## src/mac_frame_pkg.sv

```systemverilog
package mac_frame_pkg;

    // ------------------------------------------------------------------------
    // GMII framing constants
    // ------------------------------------------------------------------------

    localparam logic [7:0] PREAMBLE_BYTE = 8'h55;
    localparam logic [7:0] SFD_BYTE      = 8'hd5;
    localparam int         PREAMBLE_LEN  = 7;
    localparam int         FCS_LEN       = 4;
    localparam int         IFG_CYCLES    = 12;  // idle cycles between frames

    // CRC-32 (802.3), reflected input, FCS sent complemented
    localparam logic [31:0] CRC_INIT    = 32'hffff_ffff;
    localparam logic [31:0] CRC_RESIDUE = 32'hc704_dd7b;
    localparam logic [31:0] CRC_POLY    = 32'h04c1_1db7;

    typedef logic [7:0] byte_t;

    // ------------------------------------------------------------------------
    // bus bundles on the GMII side
    // ------------------------------------------------------------------------

    typedef struct packed {
        byte_t data;
        logic  en;
        logic  er;
    } gmii_tx_s;

    typedef struct packed {
        byte_t data;
        logic  dv;
        logic  er;
    } gmii_rx_s;

    // one byte of CRC, first serial bit is data[0]
    function automatic logic [31:0] crc32_d8(input byte_t data, input logic [31:0] crc);
        logic [31:0] c;
        c = crc;
        for (int i = 0; i < 8; i++) begin
            c = {c[30:0], 1'b0} ^ ((c[31] ^ data[i]) ? CRC_POLY : 32'h0);
        end
        return c;
    endfunction

endpackage

```

## src/packet_buffer_pkg.sv

```systemverilog
package packet_buffer_pkg;
    import mac_frame_pkg::*;

    // ------------------------------------------------------------------------
    // ring geometry
    // ------------------------------------------------------------------------

    localparam int PACKET_SLOTS = 4;
    localparam int PACKET_BYTES = 64;

    typedef logic [1:0] slot_t;
    typedef logic [6:0] pkt_addr_t;  // byte index, also lengths 0..64

    typedef enum logic [2:0] {
        OP_READ       = 3'd0,
        OP_READ_LEN   = 3'd1,
        OP_READ_NEXT  = 3'd2,
        OP_WRITE      = 3'd3,
        OP_WRITE_LEN  = 3'd4,
        OP_WRITE_NEXT = 3'd5
    } host_op_e;

    typedef struct packed {
        host_op_e  op;
        pkt_addr_t address;
        byte_t     value;
    } host_cmd_s;

    // meaning of the word depends on the op that produced it
    typedef union packed {
        struct packed { logic [7:0]  pad; byte_t     data; } byte_view;
        struct packed { logic [8:0]  pad; pkt_addr_t len;  } len_view;
        struct packed { logic [14:0] pad; logic      flag; } flag_view;
    } host_result_u;

    typedef struct packed {
        logic      valid;
        pkt_addr_t index;
        byte_t     data;
    } rx_byte_wr_s;

    typedef struct packed {
        logic      valid;
        logic      good;
        pkt_addr_t length;  // payload only, FCS stripped
    } rx_frame_end_s;

endpackage

```

## src/gmii_rx_framer.sv

```systemverilog
module gmii_rx_framer
    import mac_frame_pkg::*;
    import packet_buffer_pkg::*;
(
    input  logic          clock,
    input  logic          reset,
    input  gmii_rx_s      gmii_rx,
    output rx_byte_wr_s   byte_wr,
    output rx_frame_end_s frame_end
);

    typedef enum logic [1:0] {HUNT, PREAMBLE, SFD, DATA} rx_state_e;

    rx_state_e   state;
    logic [2:0]  pre_count;
    pkt_addr_t   count;      // bytes after SFD, FCS included
    logic        too_long;
    logic [31:0] crc;
    logic        rx_ok;

    assign rx_ok = gmii_rx.dv && !gmii_rx.er;

    always_ff @(posedge clock) begin
        if (reset) begin
            state           <= HUNT;
            byte_wr.valid   <= 1'b0;
            frame_end.valid <= 1'b0;
        end else begin
            byte_wr.valid   <= 1'b0;
            frame_end.valid <= 1'b0;
            case (state)
                HUNT: begin
                    if (rx_ok && gmii_rx.data == PREAMBLE_BYTE) begin
                        pre_count <= 3'd1;
                        state     <= PREAMBLE;
                    end
                end
                PREAMBLE: begin
                    if (!rx_ok || gmii_rx.data != PREAMBLE_BYTE)
                        state <= HUNT;
                    else if (pre_count == PREAMBLE_LEN - 1)
                        state <= SFD;
                    else
                        pre_count <= pre_count + 3'd1;
                end
                SFD: begin
                    if (rx_ok && gmii_rx.data == SFD_BYTE) begin
                        count    <= '0;
                        too_long <= 1'b0;
                        crc      <= CRC_INIT;
                        state    <= DATA;
                    end else begin
                        state <= HUNT;
                    end
                end
                DATA: begin
                    if (!gmii_rx.dv) begin
                        // end of frame, judge it
                        frame_end.valid  <= 1'b1;
                        frame_end.good   <= !too_long && count >= FCS_LEN &&
                                            crc == CRC_RESIDUE;
                        frame_end.length <= pkt_addr_t'(count - FCS_LEN);
                        state            <= HUNT;
                    end else if (gmii_rx.er) begin
                        state <= HUNT;  // aborted, never reported
                    end else begin
                        byte_wr.valid <= count < PACKET_BYTES;
                        byte_wr.index <= count;
                        byte_wr.data  <= gmii_rx.data;
                        crc           <= crc32_d8(gmii_rx.data, crc);
                        if (count == PACKET_BYTES + FCS_LEN)
                            too_long <= 1'b1;
                        else
                            count <= count + 7'd1;
                    end
                end
                default: state <= HUNT;
            endcase
        end
    end

    // ring relies on stores and commits never sharing a cycle
    a_store_not_commit: assert property (@(posedge clock) disable iff (reset)
        !(byte_wr.valid && frame_end.valid));

endmodule

```

## src/rx_packet_ring.sv

```systemverilog
module rx_packet_ring
    import mac_frame_pkg::*;
    import packet_buffer_pkg::*;
(
    input  logic          clock,
    input  logic          reset,
    input  rx_byte_wr_s   byte_wr,
    input  rx_frame_end_s frame_end,
    input  host_op_e      rd_op,
    input  logic          rd_strobe,
    input  pkt_addr_t     rd_addr,
    output host_result_u  rd_result
);

    byte_t     mem [PACKET_SLOTS][PACKET_BYTES];
    pkt_addr_t len [PACKET_SLOTS];

    slot_t recv_ptr;  // slot being filled by the framer
    slot_t read_ptr;  // oldest held packet
    logic  empty;
    logic  full;
    logic  commit;

    assign empty  = read_ptr == recv_ptr;
    assign full   = slot_t'(recv_ptr + 2'd1) == read_ptr;
    assign commit = frame_end.valid && frame_end.good && !full;  // lost when full

    always_ff @(posedge clock) begin
        if (byte_wr.valid)
            mem[recv_ptr][byte_wr.index[5:0]] <= byte_wr.data;
        if (commit)
            len[recv_ptr] <= frame_end.length;
    end

    // ------------------------------------------------------------------------
    // pointers
    // ------------------------------------------------------------------------

    always_ff @(posedge clock) begin
        if (reset) begin
            recv_ptr <= '0;
            read_ptr <= '0;
        end else begin
            if (commit)
                recv_ptr <= recv_ptr + 2'd1;
            if (rd_strobe && rd_op == OP_READ_NEXT && !empty)
                read_ptr <= read_ptr + 2'd1;
        end
    end

    // host side results, zero when nothing is held
    always_comb begin
        rd_result = '0;
        case (rd_op)
            OP_READ: begin
                if (!empty && rd_addr < len[read_ptr])
                    rd_result.byte_view.data = mem[read_ptr][rd_addr[5:0]];
            end
            OP_READ_LEN: begin
                if (!empty)
                    rd_result.len_view.len = len[read_ptr];
            end
            OP_READ_NEXT: rd_result.flag_view.flag = empty;
            default: ;
        endcase
    end

endmodule

```

## src/host_port.sv

```systemverilog
module host_port
    import mac_frame_pkg::*;
    import packet_buffer_pkg::*;
(
    input  logic         clock,
    input  logic         reset,
    input  logic         start,
    input  host_cmd_s    cmd,
    output host_op_e     rd_op,
    output logic         rd_strobe,
    output pkt_addr_t    rd_addr,
    output host_op_e     wr_op,
    output logic         wr_strobe,
    output pkt_addr_t    wr_addr,
    output byte_t        wr_value,
    input  host_result_u rd_result,
    input  host_result_u wr_result,
    output logic         done,
    output host_result_u result
);

    logic rd_group;

    assign rd_group = cmd.op inside {OP_READ, OP_READ_LEN, OP_READ_NEXT};

    assign rd_op     = cmd.op;
    assign rd_addr   = cmd.address;
    assign rd_strobe = start && rd_group;
    assign wr_op     = cmd.op;
    assign wr_addr   = cmd.address;
    assign wr_value  = cmd.value;
    assign wr_strobe = start && !rd_group;

    always_ff @(posedge clock) begin
        if (reset)
            done <= 1'b0;
        else
            done <= start;  // fixed one cycle latency
    end

    always_ff @(posedge clock) begin
        if (start)
            result <= rd_group ? rd_result : wr_result;
    end

    a_legal_op: assert property (@(posedge clock) disable iff (reset)
        start |-> cmd.op inside {OP_READ, OP_READ_LEN, OP_READ_NEXT,
                                 OP_WRITE, OP_WRITE_LEN, OP_WRITE_NEXT});

endmodule

```

## src/tx_packet_ring.sv

```systemverilog
module tx_packet_ring
    import mac_frame_pkg::*;
    import packet_buffer_pkg::*;
(
    input  logic         clock,
    input  logic         reset,
    input  host_op_e     wr_op,
    input  logic         wr_strobe,
    input  pkt_addr_t    wr_addr,
    input  byte_t        wr_value,
    output host_result_u wr_result,
    input  pkt_addr_t    tx_index,
    input  logic         frame_sent,
    output logic         pending,
    output pkt_addr_t    tx_len,
    output byte_t        tx_byte
);

    byte_t     mem [PACKET_SLOTS][PACKET_BYTES];
    pkt_addr_t len [PACKET_SLOTS];

    slot_t fill_ptr;   // slot the host is writing
    slot_t sent_ptr;   // next slot to go out
    slot_t next_fill;
    logic  full;
    logic  in_range;

    assign next_fill = fill_ptr + 2'd1;
    assign full      = next_fill == sent_ptr;
    assign in_range  = wr_addr < PACKET_BYTES;

    assign pending = sent_ptr != fill_ptr;
    assign tx_len  = len[sent_ptr];
    assign tx_byte = mem[sent_ptr][tx_index[5:0]];

    always_ff @(posedge clock) begin
        if (wr_strobe && wr_op == OP_WRITE && in_range)
            mem[fill_ptr][wr_addr[5:0]] <= wr_value;
    end

    always_ff @(posedge clock) begin
        if (reset) begin
            fill_ptr <= '0;
            sent_ptr <= '0;
            for (int i = 0; i < PACKET_SLOTS; i++)
                len[i] <= '0;
        end else begin
            if (frame_sent)
                sent_ptr <= sent_ptr + 2'd1;
            if (wr_strobe && wr_op == OP_WRITE && in_range && wr_addr >= len[fill_ptr])
                len[fill_ptr] <= wr_addr + 7'd1;  // grow to cover the write
            if (wr_strobe && wr_op == OP_WRITE_NEXT && !full) begin
                fill_ptr       <= next_fill;
                len[next_fill] <= '0;
            end
        end
    end

    always_comb begin
        wr_result = '0;
        case (wr_op)
            OP_WRITE:      wr_result.flag_view.flag = !in_range;
            OP_WRITE_LEN:  wr_result.len_view.len   = len[fill_ptr];
            OP_WRITE_NEXT: wr_result.flag_view.flag = full;  // overflow
            default: ;
        endcase
    end

endmodule

```

## src/gmii_tx_framer.sv

```systemverilog
module gmii_tx_framer
    import mac_frame_pkg::*;
    import packet_buffer_pkg::*;
(
    input  logic      clock,
    input  logic      reset,
    input  logic      pending,
    input  pkt_addr_t tx_len,
    input  byte_t     tx_byte,
    output pkt_addr_t tx_index,
    output logic      frame_sent,
    output gmii_tx_s  gmii_tx
);

    typedef enum logic [2:0] {IDLE, PREAMBLE, DATA, FCS, GAP} tx_state_e;

    tx_state_e   state;
    logic [3:0]  step;      // preamble, FCS and gap counter
    pkt_addr_t   index;
    logic [31:0] crc;
    logic [31:0] crc_rev;
    logic [23:0] fcs_rest;  // FCS bytes still to send

    assign crc_rev  = {<<{crc}};
    assign tx_index = index;

    always_ff @(posedge clock) begin
        if (reset) begin
            state      <= IDLE;
            gmii_tx.en <= 1'b0;
            gmii_tx.er <= 1'b0;
            frame_sent <= 1'b0;
        end else begin
            frame_sent <= 1'b0;
            case (state)
                IDLE: begin
                    gmii_tx.en <= pending;
                    if (pending) begin
                        gmii_tx.data <= PREAMBLE_BYTE;
                        step         <= 4'd1;
                        state        <= PREAMBLE;
                    end
                end
                PREAMBLE: begin
                    step <= step + 4'd1;
                    if (step == PREAMBLE_LEN) begin
                        gmii_tx.data <= SFD_BYTE;
                        index        <= '0;
                        crc          <= CRC_INIT;
                        state        <= DATA;
                    end else begin
                        gmii_tx.data <= PREAMBLE_BYTE;
                    end
                end
                DATA: begin
                    if (index < tx_len) begin
                        gmii_tx.data <= tx_byte;
                        crc          <= crc32_d8(tx_byte, crc);
                        index        <= index + 7'd1;
                    end else begin
                        // first FCS byte goes out right after the payload
                        gmii_tx.data <= ~crc_rev[7:0];
                        fcs_rest     <= ~crc_rev[31:8];
                        step         <= 4'd1;
                        state        <= FCS;
                    end
                end
                FCS: begin
                    gmii_tx.data <= fcs_rest[7:0];
                    fcs_rest     <= fcs_rest >> 8;
                    step         <= step + 4'd1;
                    if (step == FCS_LEN - 1) begin
                        frame_sent <= 1'b1;
                        step       <= '0;
                        state      <= GAP;
                    end
                end
                GAP: begin
                    gmii_tx.en <= 1'b0;
                    step       <= step + 4'd1;
                    if (step == IFG_CYCLES - 1)
                        state <= IDLE;
                end
                default: state <= IDLE;
            endcase
        end
    end

    // en held low a full gap before the next frame starts
    a_gap_low: assert property (@(posedge clock) disable iff (reset)
        $rose(gmii_tx.en) |-> $past(!gmii_tx.en, IFG_CYCLES));

endmodule

```

## src/eth_packet_mac.sv

```systemverilog
module eth_packet_mac
    import mac_frame_pkg::*;
    import packet_buffer_pkg::*;
(
    input  logic         clock,
    input  logic         reset,
    input  logic         start,
    input  host_cmd_s    cmd,
    output logic         done,
    output host_result_u result,
    input  gmii_rx_s     gmii_rx,
    output gmii_tx_s     gmii_tx
);

    // host side
    host_op_e      rd_op;
    logic          rd_strobe;
    pkt_addr_t     rd_addr;
    host_result_u  rd_result;
    host_op_e      wr_op;
    logic          wr_strobe;
    pkt_addr_t     wr_addr;
    byte_t         wr_value;
    host_result_u  wr_result;

    // line side
    rx_byte_wr_s   byte_wr;
    rx_frame_end_s frame_end;
    pkt_addr_t     tx_index;
    logic          frame_sent;
    logic          pending;
    pkt_addr_t     tx_len;
    byte_t         tx_byte;

    gmii_rx_framer gmii_rx_framer_inst (
        .clock(clock), .reset(reset),
        .gmii_rx(gmii_rx), .byte_wr(byte_wr), .frame_end(frame_end)
    );

    rx_packet_ring rx_packet_ring_inst (
        .clock(clock), .reset(reset),
        .byte_wr(byte_wr), .frame_end(frame_end),
        .rd_op(rd_op), .rd_strobe(rd_strobe), .rd_addr(rd_addr), .rd_result(rd_result)
    );

    host_port host_port_inst (
        .clock(clock), .reset(reset), .start(start), .cmd(cmd),
        .rd_op(rd_op), .rd_strobe(rd_strobe), .rd_addr(rd_addr),
        .wr_op(wr_op), .wr_strobe(wr_strobe), .wr_addr(wr_addr), .wr_value(wr_value),
        .rd_result(rd_result), .wr_result(wr_result), .done(done), .result(result)
    );

    tx_packet_ring tx_packet_ring_inst (
        .clock(clock), .reset(reset),
        .wr_op(wr_op), .wr_strobe(wr_strobe), .wr_addr(wr_addr), .wr_value(wr_value),
        .wr_result(wr_result), .tx_index(tx_index), .frame_sent(frame_sent),
        .pending(pending), .tx_len(tx_len), .tx_byte(tx_byte)
    );

    gmii_tx_framer gmii_tx_framer_inst (
        .clock(clock), .reset(reset),
        .pending(pending), .tx_len(tx_len), .tx_byte(tx_byte),
        .tx_index(tx_index), .frame_sent(frame_sent), .gmii_tx(gmii_tx)
    );

endmodule

```

## config.mk

```make
export PLATFORM = sky130hd
export DESIGN_NAME = eth_packet_mac
export DESIGN_NICKNAME = d
export VERILOG_FILES = /design/src/mac_frame_pkg.sv /design/src/packet_buffer_pkg.sv /design/src/gmii_rx_framer.sv /design/src/rx_packet_ring.sv /design/src/host_port.sv /design/src/tx_packet_ring.sv /design/src/gmii_tx_framer.sv /design/src/eth_packet_mac.sv
export SDC_FILE = /design/constraint.sdc
export NUM_CORES = 2
export LEC_CHECK = 0
export BUFFER_PORTS_ARGS = -buffer_cell sky130_fd_sc_hd__buf_2
export CORE_MARGIN = 3
export CORE_UTILIZATION = 54
export CTS_BUF_LIST = sky130_fd_sc_hd__clkbuf_4
export CTS_CLUSTER_DIAMETER = 50
export CTS_CLUSTER_SIZE = 12
export DETAILED_ROUTE_END_ITERATION = 6
export PLACE_DENSITY = 0.69
export SLEW_MARGIN = 15
export SYNTH_ARGS = -nofsm -noshare
export SYNTH_HDL_FRONTEND = slang
export SYNTH_MEMORY_MAX_BITS = 65536
export SYNTH_SLANG_ARGS = --single-unit
```

## constraint.sdc

```tcl
create_clock -name clock -period 12.4 [get_ports clock]
set_input_delay 0.62 -clock clock [delete_from_list [all_inputs] [get_ports clock]]
set_output_delay 0.62 -clock clock [all_outputs]
set_load 0.02 [all_outputs]
```

==> reports/qor.yml <==
status: "finished, final reports clean"
startpoint_type: "flip-flop"
syn_avg_cell_area_sq_um: 20.8
pwr_density_cell_nw_per_um2: 130
htreeDepth: 5
final.setup.tns_ns: 0
hold_violations: 0
clockBufferDepth: 4
final_core_util_pct: 57.8
synth_enable_flop_cells: 4300
die_w_um: 568
clk_latency_ns: 1.53
cts.clk_slew.worst_paths_ns: 0.13
ant_nets: 0
final_cell_mix: "edfxtp_1 (4,300), mux4_2 (1,007), clkbuf_4 (515), and2_1 (278), o22ai_1 (273)"
synth-async-reset-ratio_pct: 0
tritoncts: "yes"
die_h_um: 568
use_met3_pct: 4.57
syn-cell-area_sq_um: 170000
final_max_slew_viol_count: 0
endpoint_kind: "flip-flop"
grt_remaining_overflow: 0
syn_to_final_growth_pct: 6.28
clock-sinks: 4324
ir_drop_uv: 111
nNetsFinal: 8479
wl_um: 425000
ys_seq_elements: 4324
reg2reg_slack_ns: 5.77
vias: 85100
synth_cell_types: 90
wl_per_cell_um: 33.2
final_layout_size_suffix_gt1_share_pct: 22.6
vias_per_cell: 6.65
dieArea_sq_um: 322000
worst_pin_slew_ns: 1.35
detail_route.iter0.violations: 11900
ios: 58
skew_ns: 0.129
setup_viol: 0
max_clock_freq_mhz: 151
drc_errors: 0
synthFlopType: "edfxtp_1"
grt-busiest-layer: "met2"
final_common_cell: "edfxtp_1"
hpwl_um: 253000
core_sq_um: 313000
yosysWarnings: 0
p_leak_uw: 0.0547
cp.required_ns: 13.67
fin_crit_ns: 6.63
relSlewSlack_pct: 9.48
syn_inst: 8203
grt_pass1_vias: 85400
crit_type: "flip-flop to flip-flop"
hold_depth: 3
yosysSeqAreaShare_pct: 76.1
place_congestion: 0.886
grt_use_met1_pct: 37.4
drv_cap: 0
reg2reg_to: "gmii_tx_framer_inst.crc[5]"
grt_use_met2_pct: 41.1
cts_resized: 0
numCtsBuffers: 438
clockRootBuffer: "clkbuf_4"
period_share_pct: 53.5
rsz0062_at_grt: "false"
path_max_fanout: 98
grt_max_degree: 257
crit_arrival_ns: 7.90
row_count: 205
grt_pass1_wl_um: 615000
io_buffer_count: 48
grt_usage_pct: 26.3
ff2ff_path_depth: 12
dr.pass1.iters: 7
antenna_found_initial: 27
initial_core_util_pct: 54.4
critPathCapture: "gmii_tx_framer_inst.crc[5]"
hp-class: "input pin to flip-flop"
[Yosys cell counts, types with 59 or more instances]
library cell,instances,area [sq um]
a21oi_1,84,420
and3_1,265,1660
nor2_1,227,852
edfxtp_1,4300,129000
buf_1,85,319
xnor2_1,77,674
a22oi_1,136,1020
o22ai_1,273,1710
mux2i_1,141,1410
buf_2,59,295
and2_1,279,1750
mux4_2,1007,22700
clkbuf_1,292,1100
nand2_1,193,724
[cells by family (layout without fill, tap and decap cells)]
logic type	after synthesis	in the layout	synth area share [%]
adder cells (fa/ha/maj)	37	37	0.272
AO/OA/AOI/OAI	717	717	2.87
buffers and inverters	565	986	1.56
other	1	31	0.00220
multiplexers	1164	1164	14.3
AND/OR/NAND/NOR	1240	1240	3.93
flip-flops	4324	4324	76.1
XOR/XNOR	155	155	0.989
[routing by layer]
layer  routed length (um)  vias to the layer above
li1                     -                    34500
met1               162000                    44900
met2               203000                     4821
met3                40500                      814
met4                18300                        8
met5                   55                        -
[power by group]
group / total [uW] / internal (uW) / switching (uW) / leakage [uW]
logic: 689 / 190 / 499 / 0.0127
clock network: 6950 / 2400 / 4540 / 0.00298
registers: 16000 / 15900 / 13.1 / 0.0389
[worst min-delay path by stage]
stage / slack, ns / to / start
final: 0.18 / gmii_rx_framer_inst.frame_end[0] / gmii_rx[1]
after global routing: 0.09 / gmii_rx_framer_inst.frame_end[7] / reset
after detailed placement: 0.48 / rx_packet_ring_inst.mem[2][12] / gmii_rx_framer_inst.byte_wr[4]
after floorplan: 0.42 / gmii_rx_framer_inst.byte_wr[12] / gmii_rx_framer_inst.count[4]
after global placement: 0.47 / rx_packet_ring_inst.len[2][6] / gmii_rx_framer_inst.frame_end[6]
after CTS: 0.02 / gmii_rx_framer_inst.frame_end[0] / gmii_rx[1]
[worst max-delay path, cell delays in order (launching register included)]
cell and delay [ns]:
dfxtp_4 0.79, buf_4 0.60, buf_12 0.49, mux4_2 0.60, a22oi_1 0.32, a21oi_1 0.15, o21ai_0 0.84, o311ai_0 0.31
a22oi_1 0.68, xnor2_2 0.29, xor2_2 0.42, xor2_1 0.38, mux2i_1 0.13
[final cells by class]
type | instances | area (sq um)
Clock buffer | 515 | 3870
Clock inverter | 146 | 1310
Tap cell | 4140 | 5180
Fill cell | 22500 | 132000
Inverter | 49 | 185
Sequential cell | 4324 | 130000
Timing Repair Buffer | 276 | 2380
Multi-Input combinational cell | 3322 | 38400
Antenna cell | 22 | 55.1
[per-stage QoR]
stage	setup WS (ns)	cells	hold slack, ns	cell area [sq um]	total power (uW)
after detailed placement	5.88	12100	0.477	175000	17000
after global placement	5.88	12100	0.470	175000	16900
final	5.77	12800	0.182	181000	23600
after CTS	5.88	12800	0.0227	181000	23700
after global routing	5.39	12800	0.0886	181000	24300
after floorplan	6.65	8211	0.424	170000	16600
[flip-flops by register name (all words and copies together) (netlist names), 2 cells and up, named ones only]
name                           flops
gmii_rx_framer_inst.frame_end      9
gmii_tx_framer_inst.state          3
host_port_inst.result              8
gmii_tx_framer_inst.crc           32
tx_packet_ring_inst.len           28
gmii_rx_framer_inst.count          7
rx_packet_ring_inst.read_ptr       2
tx_packet_ring_inst.mem         2048
gmii_tx_framer_inst.step           4
gmii_rx_framer_inst.state          2
gmii_tx_framer_inst.fcs_rest      24
gmii_rx_framer_inst.byte_wr       15
gmii_tx_framer_inst.gmii_tx        9
rx_packet_ring_inst.len           28
tx_packet_ring_inst.fill_ptr       2
rx_packet_ring_inst.mem         2048
rx_packet_ring_inst.recv_ptr       2
tx_packet_ring_inst.sent_ptr       2
gmii_rx_framer_inst.crc           32
gmii_tx_framer_inst.tx_index       7
gmii_rx_framer_inst.pre_count      3
[what timing repair did]
action / CTS / global route
hold endpoints to repair: 886 / 0
hold buffers: 51 / 0
setup buffers: 0 / 0
(Power assumes the default switching activity.)
